--- config.mk ---
export PLATFORM = sky130hd
export DESIGN_NAME = coeff_readback_flat
export DESIGN_NICKNAME = d
export VERILOG_FILES = /design/src/hw/skdecode_pkg.sv /design/src/hw/coeff_mem_if.sv /design/src/hw/coeff_readback.sv /design/src/flat_wrapper.sv
export VERILOG_INCLUDE_DIRS = /design/src /design/src/hw
export SDC_FILE = /design/constraint.sdc
export NUM_CORES = 1
export LEC_CHECK = 0
export BUFFER_PORTS_ARGS = -buffer_cell sky130_fd_sc_hd__buf_2
export CORE_MARGIN = 4
export CORE_UTILIZATION = 30
export DETAILED_ROUTE_END_ITERATION = 8
export HOLD_SLACK_MARGIN = 0.12
export PLACE_DENSITY = 0.87
export SLEW_MARGIN = 20
export SYNTH_ARGS = -nofsm -noshare
export SYNTH_HDL_FRONTEND = slang
export SYNTH_SLANG_ARGS = --single-unit
--- constraint.sdc ---
create_clock -name clk -period 1.43 [get_ports clk]
set_input_delay 0.286 -clock clk [delete_from_list [all_inputs] [get_ports clk]]
set_output_delay 0.286 -clock clk [all_outputs]
set_load 0.1 [all_outputs]
--- src/hw/skdecode_defines.svh ---
// Secret-key decoder constants for t0 field unpacking and the coefficient store
`ifndef SKDECODE_DEFINES_SVH
`define SKDECODE_DEFINES_SVH

// ----------------------------------------------------------------------
// Field and coefficient geometry
// ----------------------------------------------------------------------

// Width of one packed t0 field, which is the Dilithium parameter d
`define SKD_FIELD_W 13

// Coefficients are stored as 24-bit words, one bit wider than q needs
`define SKD_COEFF_W 24

// The Dilithium modulus q = 2^23 - 2^13 + 1
`define SKD_Q 8380417

// Four t0 fields are packed into one 52-bit host word
`define SKD_FIELDS_PER_WORD 4

// ----------------------------------------------------------------------
// Coefficient memory geometry
// ----------------------------------------------------------------------
`define SKD_MEM_DEPTH 256
`define SKD_ADDR_W 8

`endif

--- src/hw/skdecode_pkg.sv ---
// Shared types for the t0 unpacking subsystem: data widths, opcodes and FSM states
`default_nettype none

package skdecode_pkg;

    `include "skdecode_defines.svh"

    // ----------------------------------------------------------------------
    // Data types
    // ----------------------------------------------------------------------
    typedef logic [`SKD_COEFF_W-1:0] coeff_t;
    typedef logic [`SKD_ADDR_W-1:0] addr_t;
    typedef logic [`SKD_FIELD_W-1:0] field_t;
    typedef logic [`SKD_FIELD_W*`SKD_FIELDS_PER_WORD-1:0] word_t;

    // Decoding operation applied to every field of a word
    typedef enum logic {
        T0_SUB = 1'b0,
        T0_ADD = 1'b1
    } op_e;

    // Unpack sequencer states
    typedef enum logic [1:0] {
        IDLE  = 2'd0,
        FEED  = 2'd1,
        DRAIN = 2'd2
    } seq_state_e;

endpackage

`default_nettype wire

--- src/hw/coeff_mem_if.sv ---
// Request path from one requester to the coefficient memory arbiter
`default_nettype none
`timescale 1ns/1ps

interface coeff_mem_if;

    // Request side, held steady by the requester until gnt is seen high
    logic                 req;
    logic                 we;
    skdecode_pkg::addr_t  addr;
    skdecode_pkg::coeff_t wdata;

    // Grant and read return, driven by the arbiter
    // Read data is valid on the cycle after the grant
    logic                 gnt;
    skdecode_pkg::coeff_t rdata;

    modport requester (
        output req,
        output we,
        output addr,
        output wdata,
        input  gnt,
        input  rdata
    );

    modport arbiter (
        input  req,
        input  we,
        input  addr,
        input  wdata,
        output gnt,
        output rdata
    );

endinterface

`default_nettype wire

--- src/hw/coeff_readback.sv ---
// Host readback port that holds one read request until granted and returns the stored coefficient
`default_nettype none
`timescale 1ns/1ps

module coeff_readback (
    input  wire                  clk,
    input  wire                  reset_n,
    input  wire                  zeroize_i,
    input  wire                  rd_req_i,
    input  skdecode_pkg::addr_t  rd_addr_i,
    output logic                 rd_valid_o,
    output skdecode_pkg::coeff_t rd_data_o,
    coeff_mem_if.requester       mem
);

    logic                pending_q;
    skdecode_pkg::addr_t addr_q;

    // Pending flag and the return strobe, which marks the cycle after the grant
    always_ff @(posedge clk or negedge reset_n) begin
        if (!reset_n) begin
            pending_q  <= 1'b0;
            rd_valid_o <= 1'b0;
        end else if (zeroize_i) begin
            pending_q  <= 1'b0;
            rd_valid_o <= 1'b0;
        end else begin
            rd_valid_o <= pending_q && mem.gnt;
            if (!pending_q) begin
                pending_q <= rd_req_i;
            end else if (mem.gnt) begin
                pending_q <= 1'b0;
            end
        end
    end

    // New requests are dropped while one is still waiting
    always_ff @(posedge clk) begin
        if (!pending_q && rd_req_i) begin
            addr_q <= rd_addr_i;
        end
    end

    assign mem.req   = pending_q;
    assign mem.we    = 1'b0;
    assign mem.addr  = addr_q;
    assign mem.wdata = '0;

    // The RAM read register holds the word on the rd_valid_o cycle
    assign rd_data_o = mem.rdata;

endmodule

`default_nettype wire

--- src/flat_wrapper.sv ---
// flat-port wrapper written by rule: the top's interface ports become plain ports
module coeff_readback_flat 
  (clk, reset_n, zeroize_i, rd_req_i, rd_addr_i, rd_valid_o, rd_data_o, mem_req, mem_we, mem_addr, mem_wdata, mem_gnt, mem_rdata);
  coeff_mem_if mem_i ();
  input  wire clk;
  input  wire reset_n;
  input  wire zeroize_i;
  input  wire rd_req_i;
  input  skdecode_pkg::addr_t rd_addr_i;
  output logic rd_valid_o;
  output skdecode_pkg::coeff_t rd_data_o;
  output wire logic [$bits(mem_i.req)-1:0] mem_req;
  output wire logic [$bits(mem_i.we)-1:0] mem_we;
  output wire logic [$bits(mem_i.addr)-1:0] mem_addr;
  output wire logic [$bits(mem_i.wdata)-1:0] mem_wdata;
  input wire logic [$bits(mem_i.gnt)-1:0] mem_gnt;
  input wire logic [$bits(mem_i.rdata)-1:0] mem_rdata;
  assign mem_req = mem_i.req;
  assign mem_we = mem_i.we;
  assign mem_addr = mem_i.addr;
  assign mem_wdata = mem_i.wdata;
  assign mem_i.gnt = mem_gnt;
  assign mem_i.rdata = mem_rdata;
  coeff_readback u_core (.clk(clk), .reset_n(reset_n), .zeroize_i(zeroize_i), .rd_req_i(rd_req_i), .rd_addr_i(rd_addr_i), .rd_valid_o(rd_valid_o), .rd_data_o(rd_data_o), .mem(mem_i));
endmodule
# Word-level counts from Yosys, hierarchy flattened
# Cells that the tools add are included.
[word_totals]
out_inout_bits = 59
regBits = 10
input_bits = 37
[op_classes]
n_reduce_logical = 3
mux = 4
[ops]
columns = ["op", "count"]
rows = [
  ["2-to-1 mux 1 bit", 4],
  ["logical AND 1 bit", 2],
  ["logical NOT 1 bit", 1],
]

# Longest topological paths before layout
[logic_depth]
ltp_word = 3
ltp_mapped = 2
depth_no_buf = 2

# Worst setup path after synthesis
# No wires, ideal clock.
[synth_timing]
kind = "flip-flop to flip-flop"
start = "register u_core.pending_q, in the netlist u_core.mem.req"
end = "register u_core.addr_q[0], in the netlist u_core.mem.addr[0] (enable)"
slack_ns = -0.280
required_ns = 1.055
n_path_buf = 0
stages_incl_launch_ff = 2
arrival_time_ns = 1.335
synth_period_minus_slack_ns = 1.710
setup_ns = 0.375
path_cell_list = "dfrtp_1 -> nor2b_1"
[synth_between]
elab_chain_len = 2
[synth_lines]
columns = ["item", "line_no", "text"]
rows = [
  ["from (decl)", "coeff_readback.sv:16", "logic pending_q;"],
  ["from (signal assigned)", "coeff_readback.sv:30", "pending_q <= rd_req_i;"],
  ["logical NOT 1 bit", "-", ""],
  ["logical AND 1 bit", "coeff_readback.sv:39", "if (!pending_q && rd_req_i) begin"],
  ["to (signal assigned)", "coeff_readback.sv:40", "addr_q <= rd_addr_i;"],
  ["to (decl)", "coeff_readback.sv:17", "skdecode_pkg::addr_t addr_q;"],
]
# Every way passes these cells.
# A chain may end at the register's enable or synchronous reset.

# Final worst setup path
[layout_timing]
start = "register u_core.pending_q, in the netlist u_core.mem.req"
end = "output port mem_req"
[layout_rtl]
columns = ["item", "line_no", "text"]
rows = [
  ["to (decl)", "flat_wrapper.sv:12", "output wire logic [$bits(mem_i.req)-1:0] mem_req;"],
]
# No word-level cell between the ends.

==> qor.csv <==
metric,value,unit
post-route non-filler standard cell count,95,
max incr delay on CP,0.43,ns
Place WS,0.308,ns
final hold violation count,0,
post-synthesis mux area share,0,%
Total GRT Usage,5.55,%
setup_tns,0,ns
nets,105,
RePlAce Congestion,0.740,
Multi-input gate area,126,um2
fin crit share,94.8,%
Detailed Routing Iterations Pass 1,4,
Vias/cell,3.41,
maxcap violations,0,
die width,56.0,um
DRT Wirelength,987,um
Hold WC Path Type,in2reg,
Leak Pwr,0.303,nW
die height,56.0,um
final slew viol count,0,
Residual DRC,0,
simple-gate share of the synthesized area,2.89,%
"flops & latches, synth",10,
Final setup viols,0,
Overflow after GRT,0,
Synth Area in Compound Gates,1.45,%
synthesized cell area,692,um2
Synth Area in XOR/XNOR,0,%
vias in the first global route,286,
WS Path Type,reg2out,
CP endpoint kind,primary output,
placed cell areas,563,um2
Synth Area per Inst,10.6,um2
total power,0.979,mW
Post-Synth Adder-Cell Area,0,%
die area,3140,um2
hold slack,0.196,ns
largest family of logic cells by synthesized area,buffers and inverters,
site row count,17,
Layout area overhead,-13.4,%
critical path data arrival time,1.07,ns
core area,2210,um2
Post-CTS Setup Bufs,0,
H-tree Lvls,1,
clk_lat worst skew,0.25,ns
clock edge transition at the registers on the reported setup and hold paths,0.06,ns
DR WL/cell,10.4,um
DR vias,324,
CTS Buf Count,3,
CTS tree,yes,
outcome,"complete, no violations",
required time of the critical path,1.14,ns
DR iter-0 viols,1,
final instance area,599,um2
CP max-delay cell,buf_2,
unrepaired setup endpoints after global routing,false,
Final HPWL DP,845,um
Mapped Cells,65,
post-synth cell types,8,
fraction of layout cells with a size suffix above 1,41.8,%
clk buf depth,2,
cell breakdown of the critical path,buf_2,
CTS Root Buffer Type,clkbuf_4,
critical-path maximum fanout,4,
min Tclk post-route,1.36,ns
fillcell total,240,
post-synthesis sequential area ratio,42.0,%
placed instance count,90,
FF+latch area,292,um2
crit start category,register,
largest net degree at the start of global routing,10,
Max VDD drop,0.432,mV
Routed Antenna Nets,0,
ant diodes,0,
starting density of the core,31.3,%
final core utilization,27.1,%
Pwr Density,1630,nW/um2
"CP delay by family, top",buffers and inverters,
Clock Sinks,10,
IO buf count,22,
final worst setup slack,0.0748,ns
clk_skew,0.00367,ns
first-pass GRT wire length,1300,um
initial antenna violation count,0,
WP buf/inv,1,
I/O Pins,96,
YS warnings,0,
fmax,0.738,GHz
timing repair:
item,4_1_cts,5_1_grt
hold buffers,1,0
resized for setup,0,0
endpoints found under the hold margin,2,0
cells in the final DEF (no fill, tap or decap):
| cell | synthesis | routed |
|---|---|---|
| clkbuf_4 | 0 | 3 |
| dfrtp_2 | 0 | 1 |
| conb_1 | 1 | 25 |
| dfrtp_1 | 2 | 1 |
| o21ba_2 | 1 | 1 |
| nor2_1 | 1 | 1 |
| nand2_1 | 1 | 1 |
| edfxtp_1 | 8 | 8 |
| buf_2 | 0 | 22 |
| nor2b_1 | 2 | 1 |
| nor2b_2 | 0 | 1 |
| dlygate4sd3_1 | 0 | 1 |
| clkbuf_1 | 0 | 1 |
cell type report:
cell class                      count  area share (%)
Clock buffer                        4            4.38
Sequential cell                    10            48.6
Timing Repair Buffer               23            20.0
Tap cell                           28            5.85
Multi-Input combinational cell     30            21.1
synth_stat cells (all sizes together):
master,instances,area share (%)
buf,49,53
nor2b,2,1.8
o21ba,1,1.4
conb,1,0.54
nand2,1,0.54
nor2,1,0.54
dfrtp,2,7.2
edfxtp,8,35
final timing paths:
kind / startpoint / endpoint / slack (ns) / cells after the start
setup reg to reg: u_core.mem.req$_DFF_PN0_ / u_core.mem.addr[3]$_DFFE_PP_ / 0.30 / 1
min in group asynchronous: reset_n / u_core.mem.req$_DFF_PN0_ / 0.35 / 2
hold reg to reg: u_core.mem.req$_DFF_PN0_ / u_core.rd_valid_o$_DFF_PN0_ / 0.56 / 2
hold / removal: zeroize_i / u_core.rd_valid_o$_DFF_PN0_ / 0.20 / 2
max in group asynchronous: reset_n / u_core.mem.req$_DFF_PN0_ / 0.97 / 2
setup / recovery: u_core.mem.req$_DFF_PN0_ / mem_req / 0.07 / 1
flip-flops by register name, summed over array words and instances (netlist names):
name and cells:
u_core.mem.req 1, u_core.mem.addr 8, u_core.rd_valid_o 1
where the power goes:
group	internal (mW)	total, mW	switching [mW]
Clock	0.107	0.187	0.0800
Combinational	0.0283	0.451	0.422
Sequential	0.335	0.341	0.00556
Total	0.470	0.979	0.508
metal layers:
metal / wire length (um) / vias to the layer above / global-route usage (%)
met5: 0 / - / 0
met1: 245 / 134 / 4.38
met2: 456 / 51 / 7.85
met4: 21 / 0 / 7.46
li1: - / 133 / -
met3: 264 / 6 / 3.71
logic make-up (layout without fill, tap and decap cells):
family                 count (synthesis)  in the layout
AOI/OAI and AO/OA                      1              1
buffers and inverters                 49             27
DFF                                   10             10
other                                  1             25
and+or+nand+nor                        4              4
Power figures use the tool's default switching activity.
