## src/hw/skdecode_defines.svh

```systemverilog
// Secret-key decoder constants for t0 field unpacking and the coefficient store
`ifndef SKDECODE_DEFINES_SVH
`define SKDECODE_DEFINES_SVH

// ----------------------------------------------------------------------
// Field and coefficient geometry
// ----------------------------------------------------------------------

// Width of one packed t0 field, which is the Dilithium parameter d
`define SKD_FIELD_W 13

// Coefficients are stored as 24-bit words, one bit wider than q needs
`define SKD_COEFF_W 24

// The Dilithium modulus q = 2^23 - 2^13 + 1
`define SKD_Q 8380417

// Four t0 fields are packed into one 52-bit host word
`define SKD_FIELDS_PER_WORD 4

// ----------------------------------------------------------------------
// Coefficient memory geometry
// ----------------------------------------------------------------------
`define SKD_MEM_DEPTH 256
`define SKD_ADDR_W 8

`endif

```

## src/hw/skdecode_pkg.sv

```systemverilog
// Shared types for the t0 unpacking subsystem: data widths, opcodes and FSM states
`default_nettype none

package skdecode_pkg;

    `include "skdecode_defines.svh"

    // ----------------------------------------------------------------------
    // Data types
    // ----------------------------------------------------------------------
    typedef logic [`SKD_COEFF_W-1:0] coeff_t;
    typedef logic [`SKD_ADDR_W-1:0] addr_t;
    typedef logic [`SKD_FIELD_W-1:0] field_t;
    typedef logic [`SKD_FIELD_W*`SKD_FIELDS_PER_WORD-1:0] word_t;

    // Decoding operation applied to every field of a word
    typedef enum logic {
        T0_SUB = 1'b0,
        T0_ADD = 1'b1
    } op_e;

    // Unpack sequencer states
    typedef enum logic [1:0] {
        IDLE  = 2'd0,
        FEED  = 2'd1,
        DRAIN = 2'd2
    } seq_state_e;

endpackage

`default_nettype wire

```

## src/hw/coeff_mem_if.sv

```systemverilog
// Request path from one requester to the coefficient memory arbiter
`default_nettype none
`timescale 1ns/1ps

interface coeff_mem_if;

    // Request side, held steady by the requester until gnt is seen high
    logic                 req;
    logic                 we;
    skdecode_pkg::addr_t  addr;
    skdecode_pkg::coeff_t wdata;

    // Grant and read return, driven by the arbiter
    // Read data is valid on the cycle after the grant
    logic                 gnt;
    skdecode_pkg::coeff_t rdata;

    modport requester (
        output req,
        output we,
        output addr,
        output wdata,
        input  gnt,
        input  rdata
    );

    modport arbiter (
        input  req,
        input  we,
        input  addr,
        input  wdata,
        output gnt,
        output rdata
    );

endinterface

`default_nettype wire

```

## src/hw/coeff_mem_arbiter.sv

```systemverilog
// Fixed-priority arbiter sharing the single-port coefficient RAM between sequencer and readback
`default_nettype none
`timescale 1ns/1ps

module coeff_mem_arbiter (
    input  wire                  clk,
    input  wire                  reset_n,
    coeff_mem_if.arbiter         seq_port,
    coeff_mem_if.arbiter         rd_port,
    output logic                 mem_en_o,
    output logic                 mem_we_o,
    output skdecode_pkg::addr_t  mem_addr_o,
    output skdecode_pkg::coeff_t mem_wdata_o,
    input  skdecode_pkg::coeff_t mem_rdata_i
);

    logic seq_gnt;
    logic rd_gnt;
    logic rd_read_q;

    // ----------------------------------------------------------------------
    // Grant and request mux
    // ----------------------------------------------------------------------
    // The sequencer always wins, so it is never stalled
    assign seq_gnt = seq_port.req;
    assign rd_gnt  = rd_port.req && !seq_port.req;

    assign seq_port.gnt = seq_gnt;
    assign rd_port.gnt  = rd_gnt;

    assign mem_en_o    = seq_port.req || rd_port.req;
    assign mem_we_o    = seq_gnt ? seq_port.we : rd_port.we;
    assign mem_addr_o  = seq_gnt ? seq_port.addr : rd_port.addr;
    assign mem_wdata_o = seq_gnt ? seq_port.wdata : rd_port.wdata;

    // ----------------------------------------------------------------------
    // Read return steering
    // ----------------------------------------------------------------------
    // Remember a granted readback read for the cycle the data comes back
    always_ff @(posedge clk or negedge reset_n) begin
        if (!reset_n) begin
            rd_read_q <= 1'b0;
        end else begin
            rd_read_q <= rd_gnt && !rd_port.we;
        end
    end

    // The sequencer only writes, so read data goes to the readback port alone
    assign seq_port.rdata = '0;
    assign rd_port.rdata  = rd_read_q ? mem_rdata_i : '0;

endmodule

`default_nettype wire

```

## src/flat_wrapper.sv

```systemverilog
// flat-port wrapper written by rule: the top's interface ports become plain ports
module coeff_mem_arbiter_flat 
  (clk, reset_n, mem_en_o, mem_we_o, mem_addr_o, mem_wdata_o, mem_rdata_i, seq_port_req, seq_port_we, seq_port_addr, seq_port_wdata, seq_port_gnt, seq_port_rdata, rd_port_req, rd_port_we, rd_port_addr, rd_port_wdata, rd_port_gnt, rd_port_rdata);
  coeff_mem_if seq_port_i ();
  coeff_mem_if rd_port_i ();
  input  wire clk;
  input  wire reset_n;
  output logic mem_en_o;
  output logic mem_we_o;
  output skdecode_pkg::addr_t mem_addr_o;
  output skdecode_pkg::coeff_t mem_wdata_o;
  input  skdecode_pkg::coeff_t mem_rdata_i;
  input wire logic [$bits(seq_port_i.req)-1:0] seq_port_req;
  input wire logic [$bits(seq_port_i.we)-1:0] seq_port_we;
  input wire logic [$bits(seq_port_i.addr)-1:0] seq_port_addr;
  input wire logic [$bits(seq_port_i.wdata)-1:0] seq_port_wdata;
  output wire logic [$bits(seq_port_i.gnt)-1:0] seq_port_gnt;
  output wire logic [$bits(seq_port_i.rdata)-1:0] seq_port_rdata;
  input wire logic [$bits(rd_port_i.req)-1:0] rd_port_req;
  input wire logic [$bits(rd_port_i.we)-1:0] rd_port_we;
  input wire logic [$bits(rd_port_i.addr)-1:0] rd_port_addr;
  input wire logic [$bits(rd_port_i.wdata)-1:0] rd_port_wdata;
  output wire logic [$bits(rd_port_i.gnt)-1:0] rd_port_gnt;
  output wire logic [$bits(rd_port_i.rdata)-1:0] rd_port_rdata;
  assign seq_port_i.req = seq_port_req;
  assign seq_port_i.we = seq_port_we;
  assign seq_port_i.addr = seq_port_addr;
  assign seq_port_i.wdata = seq_port_wdata;
  assign seq_port_gnt = seq_port_i.gnt;
  assign seq_port_rdata = seq_port_i.rdata;
  assign rd_port_i.req = rd_port_req;
  assign rd_port_i.we = rd_port_we;
  assign rd_port_i.addr = rd_port_addr;
  assign rd_port_i.wdata = rd_port_wdata;
  assign rd_port_gnt = rd_port_i.gnt;
  assign rd_port_rdata = rd_port_i.rdata;
  coeff_mem_arbiter u_core (.clk(clk), .reset_n(reset_n), .seq_port(seq_port_i), .rd_port(rd_port_i), .mem_en_o(mem_en_o), .mem_we_o(mem_we_o), .mem_addr_o(mem_addr_o), .mem_wdata_o(mem_wdata_o), .mem_rdata_i(mem_rdata_i));
endmodule
```

## config.mk

```make
export PLATFORM = sky130hd
export DESIGN_NAME = coeff_mem_arbiter_flat
export DESIGN_NICKNAME = d
export VERILOG_FILES = /design/src/hw/skdecode_pkg.sv /design/src/hw/coeff_mem_if.sv /design/src/hw/coeff_mem_arbiter.sv /design/src/flat_wrapper.sv
export VERILOG_INCLUDE_DIRS = /design/src /design/src/hw
export SDC_FILE = /design/constraint.sdc
export NUM_CORES = 1
export LEC_CHECK = 0
export BUFFER_PORTS_ARGS = -buffer_cell sky130_fd_sc_hd__buf_2
export CAP_MARGIN = 20
export CORE_AREA = 2 2 69 71
export CTS_BUF_LIST = sky130_fd_sc_hd__clkbuf_4 sky130_fd_sc_hd__clkbuf_8
export DETAILED_ROUTE_END_ITERATION = 10
export DIE_AREA = 0 0 71 73
export GPL_TIMING_DRIVEN = 0
export PLACE_DENSITY = 0.71
export SLEW_MARGIN = 10
export SYNTH_ARGS = -nofsm -noshare
export SYNTH_HDL_FRONTEND = slang
export SYNTH_SLANG_ARGS = --single-unit
```

## constraint.sdc

```tcl
create_clock -name clk -period 0.8 [get_ports clk]
set_input_delay 0.08 -clock clk [delete_from_list [all_inputs] [get_ports clk]]
set_output_delay 0.08 -clock clk [all_outputs]
set_load 0.1 [all_outputs]
```

# Word-level counts from Yosys, hierarchy flattened

Index checks and enable logic that the tools add are counted.

Register bits after elaboration: 1
Input bits: 94
Word-level logic and storage cells: 10
Output and inout bits: 84

Mux-type cells: 4
Reduce and logical (&&, ||, !) cells: 5

Operators by type and width:

| kind               | count |
|---|---|
| two-way mux 24 bit | 2 |
| two-way mux 8 bit  | 1 |
| logical AND 1 bit  | 2 |
| logical NOT 1 bit  | 2 |
| logical OR 1 bit   | 1 |
| two-way mux 1 bit  | 1 |

# Depth between registers and ports, before layout

Word-level depth: 3
Mapped depth: 3
Gate-level depth less buffers: 1

# Worst setup path after synthesis

Ideal clock, no wire load.

Path kind: input to output
Start point: in seq_port_req
End point: out rd_port_gnt
Data required time: 0.720 ns
Buffers on the path: 2
Stages on the path: 3
Slack: -0.975 ns
Arrival: 1.695 ns
Path through: buf_6 > buf_8 > nor2b_1

Cells in the longest elaborated chain, start to end: 2

RTL lines:

| what               | RTL line                | source |
|---|---|---|
| start: declaration | flat_wrapper.sv:13      | `input wire logic [$bits(seq_port_i.req)-1:0] seq_port_req;` |
| logical NOT 1 bit  | coeff_mem_arbiter.sv:26 | `assign rd_gnt = rd_port.req && !seq_port.req;` |
| logical AND 1 bit  | coeff_mem_arbiter.sv:26 |  |
| end: declaration   | flat_wrapper.sv:23      | `output wire logic [$bits(rd_port_i.gnt)-1:0] rd_port_gnt;` |

No other way between the ends.

# Final worst setup path

Start point: reg u_core.rd_read_q
End point: out rd_port_rdata[4]

Cells in the longest elaborated chain, start to end: 1

RTL lines:

| what                     | RTL line                | source |
|---|---|---|
| start: declaration       | coeff_mem_arbiter.sv:19 | `logic rd_read_q;` |
| start signal: assignment | coeff_mem_arbiter.sv:44 | `rd_read_q <= rd_gnt && !rd_port.we;` |
| two-way mux 24 bit       | coeff_mem_arbiter.sv:50 | `assign rd_port.rdata = rd_read_q ? mem_rdata_i : '0;` |
| end: declaration         | flat_wrapper.sv:24      | `output wire logic [$bits(rd_port_i.rdata)-1:0] rd_port_rdata;` |

No other way between the ends.

==> results.toml <==
[critical_path]
required_ns = 0.72
crit_type = "reg2out"
endpoint = "rd_port_rdata[4]"
start_kind = "flip-flop"
cp_max_fo = 8
arrival_ns = 0.94
crit_start = "u_core.rd_read_q"
end_kind = "primary output"

[timing]
fin_ws_ns = -0.220
maxSlewViolCount = 0
grt_setup_unrepaired = "yes"
min_period_ns = 1.02
setup_viol = 52
post-route-period-util_pct = 127
max_freq_ghz = 0.981
hold_viol = 0

[floorplan]
fp.dieArea_sq_mm = 0.00518
core_area_sq_mm = 0.00454
die_h_um = 73
start_util_pct = 20.6
ioPinCount = 178
rows = 25
die_w_um = 71

[power]
leakagePower_nw = 1.61
finalPower_mw = 3.38
power.density_mw_per_mm2 = 1140
vdd_drop_max_uv = 689

[finish]
top_register = "u_core.rd_read_q"
fillers = 309
finalNetCount = 371
num_antenna_cells = 0
reg_top3 = "u_core.rd_read_q (1)"
largest_reg_flops = 1
area_delta_synth_final_pct = 217
drive_gt1_share_pct = 90.5

[placement]
pre_cts_ws_ns = -0.441
io_buffers = 152
dp_hpwl_um = 3020
gp_congestion = 0.738

[logic_synthesis]
netlist_instances = 93
ys_types = 13
ys_ff_latch = 1
yosysSeqAreaShare_pct = 2.68
avgSynthCellArea_sq_um = 10.0
synth_warnings = 0
netlist_area_sq_um = 933

[route]
drt_first_pass_iters = 4
wl_per_cell_um = 13.5
drc = 0
antenna_left = 0
drt_iter0_drc = 15
drt-total-wl_um = 4430
viasPerCell = 3.89
num_vias = 1279

[global_route]
grt_pass1_vias = 1343
grt_overflow = 0
grt_max_degree = 11
grt_pass1_wl_um = 6400
grt_antenna_before_repair = 0
grt_use_total_pct = 15.0

[cts]
path_clk_slew_ns = 0
postCtsSetupBuffers = 0

[outcome]
status = "complete, but fails checks"
violations = "negative setup slack"

[min_path]
hold_class = "in2reg"

[job]
cap_violations = 0
-- cell families (layout without fill, tap and decap cells) --
group	Yosys count	in the layout	synth area share, %
multiplexers	33	33	50.7
buffers and inverters	31	190	28.0
AND/OR/NAND/NOR	27	27	18.2
other	1	24	0.402
flip-flops	1	1	2.68
-- cell type report --
type                    instances  area [sq um]  area share [%]
plain buffers                  31           303            10.2
multi-input cells              84           821            27.7
flip-flops and latches          1          26.3           0.887
well taps                      54          67.6            2.28
repair buffers                159          1740            58.9
-- per-layer routing --
metal | wire (um) | track usage, % | vias to the layer above | share of wire [%]
li1 | - | - | 623 | -
met1 | 1470 | 16.5 | 553 | 33
met2 | 2550 | 31.9 | 103 | 58
met3 | 410 | 1.93 | 0 | 9.3
met4 | 0 | 0 | 0 | 0
met5 | 0 | 0 | - | 0
-- cell usage in the layout (no fill, tap or decap) --
cell type      netlist  layout
and2_2               0       4
and2_4               0      20
buf_12               2      57
buf_16               0       4
buf_2                0      93
buf_4               25      26
buf_6                1       4
clkbuf_16            0       1
clkbuf_8             0       4
conb_1               1      24
dfrtp_2              0       1
dlygate4sd3_1        0       1
mux2_4              27      33
nor2b_4              0       1
nor3b_1              1       1
or2_4                0       1
-- what timing repair did --
action | in CTS | in global routing
pin swaps | 20 | 0
cloned | 5 | 1
hold buffers | 1 | 0
resized for setup | 226 | 6
endpoints found under the hold margin | 1 | 0
endpoints found under the setup margin | 59 | 55
-- worst min-delay path by stage --
| stage | to | startpoint | cells after the start | slack, ns |
|---|---|---|---|---|
| final | u_core.rd_read_q | rd_port_we | 2 | 0.28 |
| after global routing | u_core.rd_read_q | rd_port_we | 2 | 0.30 |
| after CTS | u_core.rd_read_q | rd_port_we | 2 | 0.28 |
| after floorplan | u_core.rd_read_q | reset_n | 0 | -0.22 |
| after detailed placement | u_core.rd_read_q | reset_n | 1 | -0.14 |
| after global placement | u_core.rd_read_q | reset_n | 1 | -0.15 |
-- cells in the mapped netlist, drive strengths merged --
cell type / count / area share [%]
buf: 29 / 27
nor3b: 1 / 0.80
mux2: 33 / 51
dfrtp: 1 / 2.7
and2: 24 / 16
or2: 1 / 0.67
clkbuf: 2 / 0.80
conb: 1 / 0.40
nor2b: 1 / 0.67
-- worst max-delay path, stage by stage, from the launching register on --
cell and delay, ns:
dfrtp_2 0.44, clkbuf_8 0.18, and2_4 0.15, buf_12 0.17
-- power breakdown --
group | switching [mW] | total, mW | internal (mW)
Clock | 0 | 0 | 0
Sequential | 0.00548 | 0.0593 | 0.0538
Combinational | 2.12 | 3.32 | 1.20
-- per-stage QoR --
step	std cells	area [sq um]	hold WS [ns]	setup TNS, ns	utilization (%)
global route	329	2960	0.297	-8.73	65.3
detailed placement	322	1970	-0.143	-17.13	43.4
finish	329	2960	0.276	-7.96	65.3
CTS	328	2910	0.282	-7.42	64.2
floorplan	116	1140	-0.216	-5.57	-
global placement	322	1970	-0.145	-16.91	43.4
No activity file was read; power rests on OpenSTA's default activity.
