==> src/hw/skdecode_defines.svh <==
// Secret-key decoder constants for t0 field unpacking and the coefficient store
`ifndef SKDECODE_DEFINES_SVH
`define SKDECODE_DEFINES_SVH

// ----------------------------------------------------------------------
// Field and coefficient geometry
// ----------------------------------------------------------------------

// Width of one packed t0 field, which is the Dilithium parameter d
`define SKD_FIELD_W 13

// Coefficients are stored as 24-bit words, one bit wider than q needs
`define SKD_COEFF_W 24

// The Dilithium modulus q = 2^23 - 2^13 + 1
`define SKD_Q 8380417

// Four t0 fields are packed into one 52-bit host word
`define SKD_FIELDS_PER_WORD 4

// ----------------------------------------------------------------------
// Coefficient memory geometry
// ----------------------------------------------------------------------
`define SKD_MEM_DEPTH 256
`define SKD_ADDR_W 8

`endif

==> src/hw/skdecode_pkg.sv <==
// Shared types for the t0 unpacking subsystem: data widths, opcodes and FSM states
`default_nettype none

package skdecode_pkg;

    `include "skdecode_defines.svh"

    // ----------------------------------------------------------------------
    // Data types
    // ----------------------------------------------------------------------
    typedef logic [`SKD_COEFF_W-1:0] coeff_t;
    typedef logic [`SKD_ADDR_W-1:0] addr_t;
    typedef logic [`SKD_FIELD_W-1:0] field_t;
    typedef logic [`SKD_FIELD_W*`SKD_FIELDS_PER_WORD-1:0] word_t;

    // Decoding operation applied to every field of a word
    typedef enum logic {
        T0_SUB = 1'b0,
        T0_ADD = 1'b1
    } op_e;

    // Unpack sequencer states
    typedef enum logic [1:0] {
        IDLE  = 2'd0,
        FEED  = 2'd1,
        DRAIN = 2'd2
    } seq_state_e;

endpackage

`default_nettype wire

==> src/hw/coeff_mem_if.sv <==
// Request path from one requester to the coefficient memory arbiter
`default_nettype none
`timescale 1ns/1ps

interface coeff_mem_if;

    // Request side, held steady by the requester until gnt is seen high
    logic                 req;
    logic                 we;
    skdecode_pkg::addr_t  addr;
    skdecode_pkg::coeff_t wdata;

    // Grant and read return, driven by the arbiter
    // Read data is valid on the cycle after the grant
    logic                 gnt;
    skdecode_pkg::coeff_t rdata;

    modport requester (
        output req,
        output we,
        output addr,
        output wdata,
        input  gnt,
        input  rdata
    );

    modport arbiter (
        input  req,
        input  we,
        input  addr,
        input  wdata,
        output gnt,
        output rdata
    );

endinterface

`default_nettype wire

==> src/hw/skdecode_t0_unpack.sv <==
// Two-stage modular add/subtract that maps a 13-bit t0 field to a coefficient mod q
`default_nettype none
`timescale 1ns/1ps
`include "skdecode_defines.svh"

module skdecode_t0_unpack (
    input  wire                  clk,
    input  wire                  reset_n,
    input  wire                  zeroize_i,
    input  wire                  enable_i,
    input  skdecode_pkg::op_e    op_i,
    input  skdecode_pkg::field_t field_i,
    output skdecode_pkg::coeff_t coeff_o,
    output logic                 valid_o
);

    // The arithmetic runs on 23 bits since q < 2^23, and the top bit is zero
    localparam int unsigned SUM_W = `SKD_COEFF_W - 1;
    localparam logic [SUM_W-1:0] T0_OFFSET = 1 << (`SKD_FIELD_W - 1);
    localparam logic [SUM_W-1:0] Q_VAL = `SKD_Q;

    logic              is_sub;
    logic [SUM_W-1:0]  field_ext;
    logic [SUM_W-1:0]  opb0;
    logic [SUM_W-1:0]  sum0;
    logic              carry0;
    logic [SUM_W-1:0]  sum0_q;
    logic              carry0_q;
    skdecode_pkg::op_e op_q;
    logic [SUM_W-1:0]  opb1;
    logic              cin1;
    logic [SUM_W-1:0]  sum1;
    logic              carry1;
    logic [SUM_W-1:0]  result;

    // ----------------------------------------------------------------------
    // Stage 1: 2^12 + a, or 2^12 - a as 2^12 + ~a + 1
    // ----------------------------------------------------------------------
    assign is_sub    = (op_i == skdecode_pkg::T0_SUB);
    assign field_ext = SUM_W'(field_i);
    assign opb0      = is_sub ? ~field_ext : field_ext;

    // A carry out on subtract means a <= 2^12, so the difference is not negative
    assign {carry0, sum0} = {1'b0, T0_OFFSET} + {1'b0, opb0} + (SUM_W + 1)'(is_sub);

    always_ff @(posedge clk) begin
        if (enable_i) begin
            sum0_q   <= sum0;
            carry0_q <= carry0;
            op_q     <= op_i;
        end
    end

    always_ff @(posedge clk or negedge reset_n) begin
        if (!reset_n) begin
            valid_o <= 1'b0;
        end else if (zeroize_i) begin
            valid_o <= 1'b0;
        end else begin
            valid_o <= enable_i;
        end
    end

    // ----------------------------------------------------------------------
    // Stage 2: correction by +q on subtract or -q on add
    // ----------------------------------------------------------------------
    assign opb1 = (op_q == skdecode_pkg::T0_SUB) ? Q_VAL : ~Q_VAL;
    assign cin1 = (op_q == skdecode_pkg::T0_ADD);

    assign {carry1, sum1} = {1'b0, sum0_q} + {1'b0, opb1} + (SUM_W + 1)'(cin1);

    // On subtract a negative stage-1 result takes the +q sum
    // On add the -q sum is kept only when it did not borrow
    always_comb begin
        if (op_q == skdecode_pkg::T0_SUB) begin
            result = carry0_q ? sum0_q : sum1;
        end else begin
            result = (carry0_q ^ carry1) ? sum1 : sum0_q;
        end
    end

    assign coeff_o = {1'b0, result};

endmodule

`default_nettype wire

==> src/hw/t0_unpack_seq.sv <==
// Unpack sequencer that feeds the four fields of a word through the t0 datapath into memory
`default_nettype none
`timescale 1ns/1ps
`include "skdecode_defines.svh"

module t0_unpack_seq (
    input  wire                  clk,
    input  wire                  reset_n,
    input  wire                  zeroize_i,
    input  wire                  word_valid_i,
    input  skdecode_pkg::word_t  word_i,
    input  skdecode_pkg::op_e    op_i,
    input  skdecode_pkg::addr_t  base_addr_i,
    output logic                 busy_o,
    coeff_mem_if.requester       mem
);

    localparam int unsigned CNT_W = $clog2(`SKD_FIELDS_PER_WORD);
    localparam logic [CNT_W-1:0] LAST_FIELD = CNT_W'(`SKD_FIELDS_PER_WORD - 1);

    skdecode_pkg::seq_state_e state_q;
    skdecode_pkg::word_t      word_q;
    skdecode_pkg::op_e        op_q;
    skdecode_pkg::addr_t      base_q;
    logic [CNT_W-1:0]         feed_cnt_q;
    logic [CNT_W-1:0]         wr_cnt_q;
    logic                     accept;
    logic                     feed_en;
    skdecode_pkg::field_t     feed_field;
    skdecode_pkg::coeff_t     unpack_coeff;
    logic                     unpack_valid;
    logic                     wr_done;

    // A word is only taken while the sequencer is idle
    assign accept  = (state_q == skdecode_pkg::IDLE) && word_valid_i;
    assign busy_o  = (state_q != skdecode_pkg::IDLE);
    assign wr_done = mem.req && mem.gnt;

    // ----------------------------------------------------------------------
    // Control FSM
    // ----------------------------------------------------------------------
    always_ff @(posedge clk or negedge reset_n) begin
        if (!reset_n) begin
            state_q    <= skdecode_pkg::IDLE;
            feed_cnt_q <= '0;
            wr_cnt_q   <= '0;
        end else if (zeroize_i) begin
            state_q    <= skdecode_pkg::IDLE;
            feed_cnt_q <= '0;
            wr_cnt_q   <= '0;
        end else begin
            // Each granted write moves to the next coefficient address
            if (wr_done) begin
                wr_cnt_q <= wr_cnt_q + 1'b1;
            end
            case (state_q)
                skdecode_pkg::IDLE: begin
                    if (word_valid_i) begin
                        state_q    <= skdecode_pkg::FEED;
                        feed_cnt_q <= '0;
                        wr_cnt_q   <= '0;
                    end
                end
                skdecode_pkg::FEED: begin
                    feed_cnt_q <= feed_cnt_q + 1'b1;
                    if (feed_cnt_q == LAST_FIELD) begin
                        state_q <= skdecode_pkg::DRAIN;
                    end
                end
                skdecode_pkg::DRAIN: begin
                    // Done once the last coefficient has been written
                    if (wr_done && (wr_cnt_q == LAST_FIELD)) begin
                        state_q <= skdecode_pkg::IDLE;
                    end
                end
                default: state_q <= skdecode_pkg::IDLE;
            endcase
        end
    end

    // The word, opcode and base address stay put for the whole sequence
    always_ff @(posedge clk) begin
        if (accept) begin
            word_q <= word_i;
            op_q   <= op_i;
            base_q <= base_addr_i;
        end
    end

    // ----------------------------------------------------------------------
    // Datapath and memory write port
    // ----------------------------------------------------------------------
    // Lowest field first, one per cycle
    assign feed_en    = (state_q == skdecode_pkg::FEED);
    assign feed_field = word_q[feed_cnt_q * `SKD_FIELD_W +: `SKD_FIELD_W];

    skdecode_t0_unpack u_unpack (
        .clk       (clk),
        .reset_n   (reset_n),
        .zeroize_i (zeroize_i),
        .enable_i  (feed_en),
        .op_i      (op_q),
        .field_i   (feed_field),
        .coeff_o   (unpack_coeff),
        .valid_o   (unpack_valid)
    );

    // The sequencer has priority, so a request is granted on the cycle it appears
    assign mem.req   = unpack_valid;
    assign mem.we    = 1'b1;
    assign mem.addr  = base_q + skdecode_pkg::addr_t'(wr_cnt_q);
    assign mem.wdata = unpack_coeff;

endmodule

`default_nettype wire

==> src/flat_wrapper.sv <==
// flat-port wrapper written by rule: the top's interface ports become plain ports
module t0_unpack_seq_flat 
  (clk, reset_n, zeroize_i, word_valid_i, word_i, op_i, base_addr_i, busy_o, mem_req, mem_we, mem_addr, mem_wdata, mem_gnt, mem_rdata);
  coeff_mem_if mem_i ();
  input  wire clk;
  input  wire reset_n;
  input  wire zeroize_i;
  input  wire word_valid_i;
  input  skdecode_pkg::word_t word_i;
  input  skdecode_pkg::op_e op_i;
  input  skdecode_pkg::addr_t base_addr_i;
  output logic busy_o;
  output wire logic [$bits(mem_i.req)-1:0] mem_req;
  output wire logic [$bits(mem_i.we)-1:0] mem_we;
  output wire logic [$bits(mem_i.addr)-1:0] mem_addr;
  output wire logic [$bits(mem_i.wdata)-1:0] mem_wdata;
  input wire logic [$bits(mem_i.gnt)-1:0] mem_gnt;
  input wire logic [$bits(mem_i.rdata)-1:0] mem_rdata;
  assign mem_req = mem_i.req;
  assign mem_we = mem_i.we;
  assign mem_addr = mem_i.addr;
  assign mem_wdata = mem_i.wdata;
  assign mem_i.gnt = mem_gnt;
  assign mem_i.rdata = mem_rdata;
  t0_unpack_seq u_core (.clk(clk), .reset_n(reset_n), .zeroize_i(zeroize_i), .word_valid_i(word_valid_i), .word_i(word_i), .op_i(op_i), .base_addr_i(base_addr_i), .busy_o(busy_o), .mem(mem_i));
endmodule
==> config.mk <==
export PLATFORM = sky130hd
export DESIGN_NAME = t0_unpack_seq_flat
export DESIGN_NICKNAME = d
export VERILOG_FILES = /design/src/hw/skdecode_pkg.sv /design/src/hw/coeff_mem_if.sv /design/src/hw/skdecode_t0_unpack.sv /design/src/hw/t0_unpack_seq.sv /design/src/flat_wrapper.sv
export VERILOG_INCLUDE_DIRS = /design/src /design/src/hw
export SDC_FILE = /design/constraint.sdc
export NUM_CORES = 1
export LEC_CHECK = 0
export BUFFER_PORTS_ARGS = -buffer_cell sky130_fd_sc_hd__clkbuf_2
export CELL_PAD_IN_SITES_DETAIL_PLACEMENT = 1
export CELL_PAD_IN_SITES_GLOBAL_PLACEMENT = 2
export CORE_ASPECT_RATIO = 0.75
export CORE_MARGIN = 1.5
export CORE_UTILIZATION = 39
export CTS_CLUSTER_SIZE = 20
export DETAILED_ROUTE_END_ITERATION = 6
export PLACE_DENSITY_LB_ADDON = 0.1
export SYNTH_ARGS = -nofsm -noshare
export SYNTH_HDL_FRONTEND = slang
export SYNTH_SLANG_ARGS = --single-unit
==> constraint.sdc <==
create_clock -name clk -period 7.9 [get_ports clk]
set_clock_uncertainty 0.1 [all_clocks]
set_input_delay 0.79 -clock clk [delete_from_list [all_inputs] [get_ports clk]]
set_output_delay 0.79 -clock clk [all_outputs]
set_load 0.05 [all_outputs]
## After elaboration in Yosys (flattened, before gate mapping)

Cells that the tools add are included.

| word-level totals | value |
|---|---|
| input bits | 90 |
| word-level logic and storage cells | 55 |
| bits in registers | 93 |

| cells by class | value |
|---|---|
| shift-type cells | 1 |
| multipliers | 1 |
| bitwise operators | 3 |
| eq/ne operators | 7 |
| multiplexer cells | 18 |
| reductions and logical operators | 8 |
| $add $sub $neg | 7 |

Operator list:

| cell | count |
|---|---|
| 23-bit two-way mux | 5 |
| 52-bit by 7-bit variable part select with 13-bit output | 1 |
| 24-bit by 1-bit adder with 24-bit output | 2 |
| 13-bit by 23-bit adder with 24-bit output, first input constant | 1 |
| 23-bit by 23-bit adder with 24-bit output | 1 |
| 13-bit inverter with 23-bit output | 1 |
| 2-bit two-way mux | 10 |
| 8-bit by 2-bit adder with 8-bit output | 1 |
| 2-bit equality test, second input constant | 3 |
| 2-bit by 4-bit multiplier with 6-bit output, second input constant | 1 |
| 3-bit by 2-bit inequality test with 1-bit output, second input constant | 2 |
| 2-bit case mux with 3 select lines | 1 |
| 2-bit by 1-bit adder with 2-bit output, second input constant | 2 |
| 2-bit case mux with 2 select lines | 1 |
| 1-bit logical AND | 3 |
| 3-bit inequality test, second input constant | 1 |
| 3-bit AND reduction | 1 |
| 3-bit nonzero test | 1 |
| 2-bit by 1-bit equality test with 1-bit output, second input constant | 1 |
| 2-bit logical NOT | 1 |
| 2-bit AND reduction | 1 |
| 2-bit nonzero test | 1 |
| 1-bit two-way mux | 1 |
| 1-bit inverter | 1 |
| 1-bit bitwise XOR | 1 |

## Longest topological paths before layout

| depth | value |
|---|---|
| word-level depth | 6 |
| gate-level depth with buffers | 11 |

## Hierarchy

A second synthesis with hierarchy kept.

| unflattened totals | value |
|---|---|
| cells, all modules | 456 |
| area total of the unflattened synthesis | 5675.4 µm² |

Modules (own cells, without submodules):

| module | area an instance (µm²) | cells an instance | sequential area each (µm²) | times used |
|---|---|---|---|---|
| skdecode_t0_unpack | 3034.2 | 325 | 775.7 | 1 |
| t0_unpack_seq | 2641.3 | 131 | 1981.9 | 1 |

## Worst setup path after synthesis

OpenSTA, ideal clock, no wires.

| timing | value |
|---|---|
| path type | flip-flop to output port |
| from | register u_core.u_unpack.op_q, in the netlist u_core.u_unpack.cin1 |
| to | output mem_wdata[21] |
| data arrival time | 3701 ps |
| slack | 3309 ps |
| cell stages (with the launch flop) | 11 |
| path buffers | 1 |
| cells stage by stage | edfxtp_1 -> inv_1 -> ha_1 -> a21o_1 -> a21o_1 -> a21o_1 -> a311o_1 -> a211oi_4 -> xnor2_2 -> buf_6 -> mux2i_1 |

| on the way | value |
|---|---|
| longest elaborated chain between the ends | 6 |
| elaborated cells between the ends (all ways) | 7 |
| those cells by class | add/sub (2); mux (4); bitwise (1) |

Ends and longest elaborated chain:

| item | RTL line | RTL |
|---|---|---|
| start, declared | skdecode_t0_unpack.sv:29 | `skdecode_pkg::op_e op_q;` |
| start signal, assigned | skdecode_t0_unpack.sv:50 | `op_q <= op_i;` |
| 23-bit two-way mux | skdecode_t0_unpack.sv:67 | `assign opb1 = (op_q == skdecode_pkg::T0_SUB) ? Q_VAL : ~Q_VAL;` |
| 23-bit by 23-bit adder with 24-bit output | skdecode_t0_unpack.sv:70 | `assign {carry1, sum1} = {1'b0, sum0_q} + {1'b0, opb1} + (SUM_W + 1)'(cin1);` |
| 24-bit by 1-bit adder with 24-bit output | skdecode_t0_unpack.sv:70 |  |
| 1-bit bitwise XOR | skdecode_t0_unpack.sv:78 | `result = (carry0_q ^ carry1) ? sum1 : sum0_q;` |
| 23-bit two-way mux | skdecode_t0_unpack.sv:78 |  |
| 23-bit two-way mux * | skdecode_t0_unpack.sv:75 | `if (op_q == skdecode_pkg::T0_SUB) begin` |
| end, declared | flat_wrapper.sv:16 | `output wire logic [$bits(mem_i.wdata)-1:0] mem_wdata;` |

Mark *: on every way between the ends. The rest lies on a longest branch, timed or not.

## Worst setup path in the final report

| timing | value |
|---|---|
| from | register u_core.u_unpack.op_q, in the netlist u_core.u_unpack.cin1 |
| to | output mem_wdata[1] |

Same word-level chain as after synthesis.

==> key figures <==
Outcome
  • Status: complete, no violations

CTS
  • CTS buffer count: 9
  • CTS H-tree lvls: 3
  • Clock tree buffer depth: 2
  • Post-CTS sizing: 0
  • Later-pin clock latency in the skew report: 0.34 ns
  • Hold buffers post-CTS: 0
  • Post-CTS Setup Repair Bufs: 0
  • Sinks on Clock Net: 93
  • Clock root buffer: clkbuf_16
  • Clock-pin slew on the worst setup and hold paths: 0.06 ns
  • CTS tree: done

Global route
  • Largest net degree at the start of global routing: 64
  • Vias in the first global route: 4074
  • Gr ovfl total: 0
  • First-pass GRT wire length: 21500 um
  • Initial antenna violation count: 0
  • Total Routing Usage GR: 18.2%

Placed design
  • Port Buf Inserts: 98
  • Post-DP HPWL: 9710 um
  • Placed cell area: 6300 um2
  • RD Place Congestion: 0.844
  • Placed insts: 703

Route
  • Routed len/inst: 17.8 um
  • Via Count: 3836
  • Drt total wl: 12800 um
  • Initial DRC count: 166
  • Routed Antenna Nets: 0
  • DR vias/cell: 5.34
  • # DRC: 0
  • Drt first pass iters: 4

Worst setup path
  • Crit. End Element: output port
  • Worst setup SP type: flop
  • Req. time, crit path: 7.01 ns
  • FF-to-FF End: u_core.u_unpack.sum0_q[22]
  • Arrival @ worst endpoint: 4.85 ns
  • Crit path max fanout: 22
  • R2R Path Start: u_core.feed_cnt_q[0]
  • CP Class: flop to output port
  • Internal reg-to-reg setup slack: 4.28 ns
  • FF-to-FF path depth: 9
  • Crit path from: u_core.u_unpack.cin1
  • Critical path destination: mem_wdata[1]

Layout
  • Finished Cell Area: 6600 um2
  • Nets: 663
  • Layout cells sized above 1: 29.7%
  • Syn-to-layout area delta: 17.4%
  • Finished Layout Cells: 718
  • N_diodes: 0

STA
  • Setup TNS Final: 0 ns
  • Pins Over Slew Limit: 0
  • Peak Freq: 174 MHz
  • Min Hold Slack: 0.180 ns
  • Final hold viol count: 0
  • Measured slew at the worst slew-check pin: 1.16 ns
  • Fin crit share: 72.6%
  • RSZ-0062 raised after global routing: no
  • Tmin final: 5.74 ns
  • Endpoints failing setup: 0
  • Relative slew slack: 22.5%

Yosys
  • Post-Syn Instances: 438
  • Yosys warning total: 0
  • Syn avg cell area: 12.8 um2
  • Number of synthesized flops with an enable pin: 86
  • Synth cell types: 62
  • Netlist Area Pre-Place: 5620 um2
  • Top_reg_cell synth: edfxtp_1
  • Ys async rst share: 7.53%
  • Seq cells post-synth: 93
  • Seq/Total Area, Yosys: 49.0%
  • Mapped Nets: 562

Floorplan
  • Die area: 15200 um2
  • DIE WIDTH: 142 um
  • Number of core rows: 37
  • Starting Density: 40.5%
  • CORE AREA: 13900 um2
  • IO Count: 125
  • Die Span Y: 107 um

Power and ir drop
  • Power Density: 231 nW/um2
  • Clock power frac: 29.3%
  • Sw frac: 32.7%
  • Switching power: 0.498 mW
  • Total Power: 1.52 mW
  • Power share of the combinational group: 31.3%
  • Int Power: 1.03 mW
  • Leak Pwr: 2.77 nW
  • Reg power frac: 39.4%
  • Peak supply drop: 0.107 mV

Worst hold path
  • Hold crit path type: input port to asynchronous set/reset pin

Flow run
  • Max_cap viols: 0
[cell families after synthesis]
logic type	after synthesis	synth area share (%)
XOR/XNOR	47	7.45
buffers and inverters	29	2.62
adder cells (fa/ha/maj)	34	7.83
flip-flops	93	49.0
other	2	0.134
multiplexers	39	11.6
AO/OA/AOI/OAI	96	12.3
AND/OR/NAND/NOR	98	9.03
[cells in the final DEF, fill, tap and decap left out, types with 14 or more instances in the layout]
cell type	instances
ha_1	32
xnor2_1	26
clkbuf_2	98
mux2_4	19
nand2_1	27
a21oi_1	28
inv_1	18
nor2_1	21
xor2_1	20
a21o_1	14
edfxtp_1	86
[cell type report]
class                      instances  area, um2
clock buffer                       9        225
clock inverter                     6       78.8
timing repair buffer             101        513
sequential                        93       2760
tap                              175        219
inverter                          18       67.6
multi-input combinational        316       2740
fill                            1502       7290
[sequential cells by signal, summed over array words and instances (netlist names)]
name	cells
u_core.u_unpack.valid_o	1
u_core.base_q	8
u_core.u_unpack.sum0_q	23
u_core.state_q	2
u_core.u_unpack.cin1	1
u_core.wr_cnt_q	2
u_core.word_q	52
u_core.feed_cnt_q	2
u_core.op_q	1
u_core.u_unpack.carry0_q	1
[per-layer routing]
metal / vias up / part of all wire, % / global-route usage, %
met2: 87 / 45 / 28.7
met4: 0 / 0.90 / 4.12
li1: 1876 / - / -
met1: 1862 / 49 / 26.2
met3: 11 / 4.8 / 3.44
met5: - / 0 / 0
[power groups by stage]
stage	Combinational, mW	Clock [mW]	Sequential (mW)
floorplan	0.383	0	0.603
global placement	0.470	0	0.610
detailed placement	0.480	0	0.612
CTS	0.482	0.458	0.602
global route	0.518	0.476	0.605
finish	0.477	0.446	0.601
[synthesized netlist by cell type (5+ instances only)]
cell / count / area, um2
a211oi_1: 5 / 37.5
a21o_1: 14 / 105
a21oi_1: 28 / 140
and3_1: 5 / 31.3
dfrtp_1: 7 / 175
edfxtp_1: 86 / 2580
ha_1: 32 / 400
inv_1: 18 / 67.6
mux2_4: 19 / 285
mux2i_1: 5 / 50.1
mux4_2: 13 / 293
nand2_1: 27 / 101
nand3_1: 8 / 40.0
nor2_1: 22 / 82.6
nor2b_1: 6 / 37.5
nor3_1: 10 / 50.1
o21ai_0: 11 / 55.1
o21bai_1: 6 / 45.0
xnor2_1: 26 / 228
xor2_1: 20 / 175
[per-stage QoR]
stage | utilization [%] | setup WS, ns
global placement | 45.3 | 2.55
floorplan | - | 3.31
global route | 47.5 | 1.79
CTS | 47.5 | 2.09
detailed placement | 45.3 | 2.46
finish | 47.5 | 2.16
[critical path: stages, from the launching register on]
cell,delay [ns]
edfxtp_1,0.80
inv_1,0.49
ha_1,0.72
a21o_1,0.21
o21bai_1,0.13
a41o_1,0.12
a21o_1,0.30
a211oi_4,0.14
xnor2_4,0.92
mux2_2,0.43
clkbuf_2,0.24
[worst min path at each step]
| stage | depth (start not counted) | end | from | slack [ns] |
|---|---|---|---|---|
| 6_report | 1 | u_core.feed_cnt_q[1] | reset_n | 0.18 |
| 5_1_grt | 1 | u_core.feed_cnt_q[1] | reset_n | 0.19 |
| 4_1_cts | 1 | u_core.feed_cnt_q[1] | reset_n | 0.17 |
| 3_5_place_dp | 2 | u_core.state_q[1] | u_core.state_q[1] | 0.49 |
| 3_3_place_gp | 2 | u_core.state_q[1] | u_core.state_q[1] | 0.48 |
| 2_1_floorplan | 0 | u_core.feed_cnt_q[0] | reset_n | 0.39 |
No activity file was read; power rests on OpenSTA's default activity.
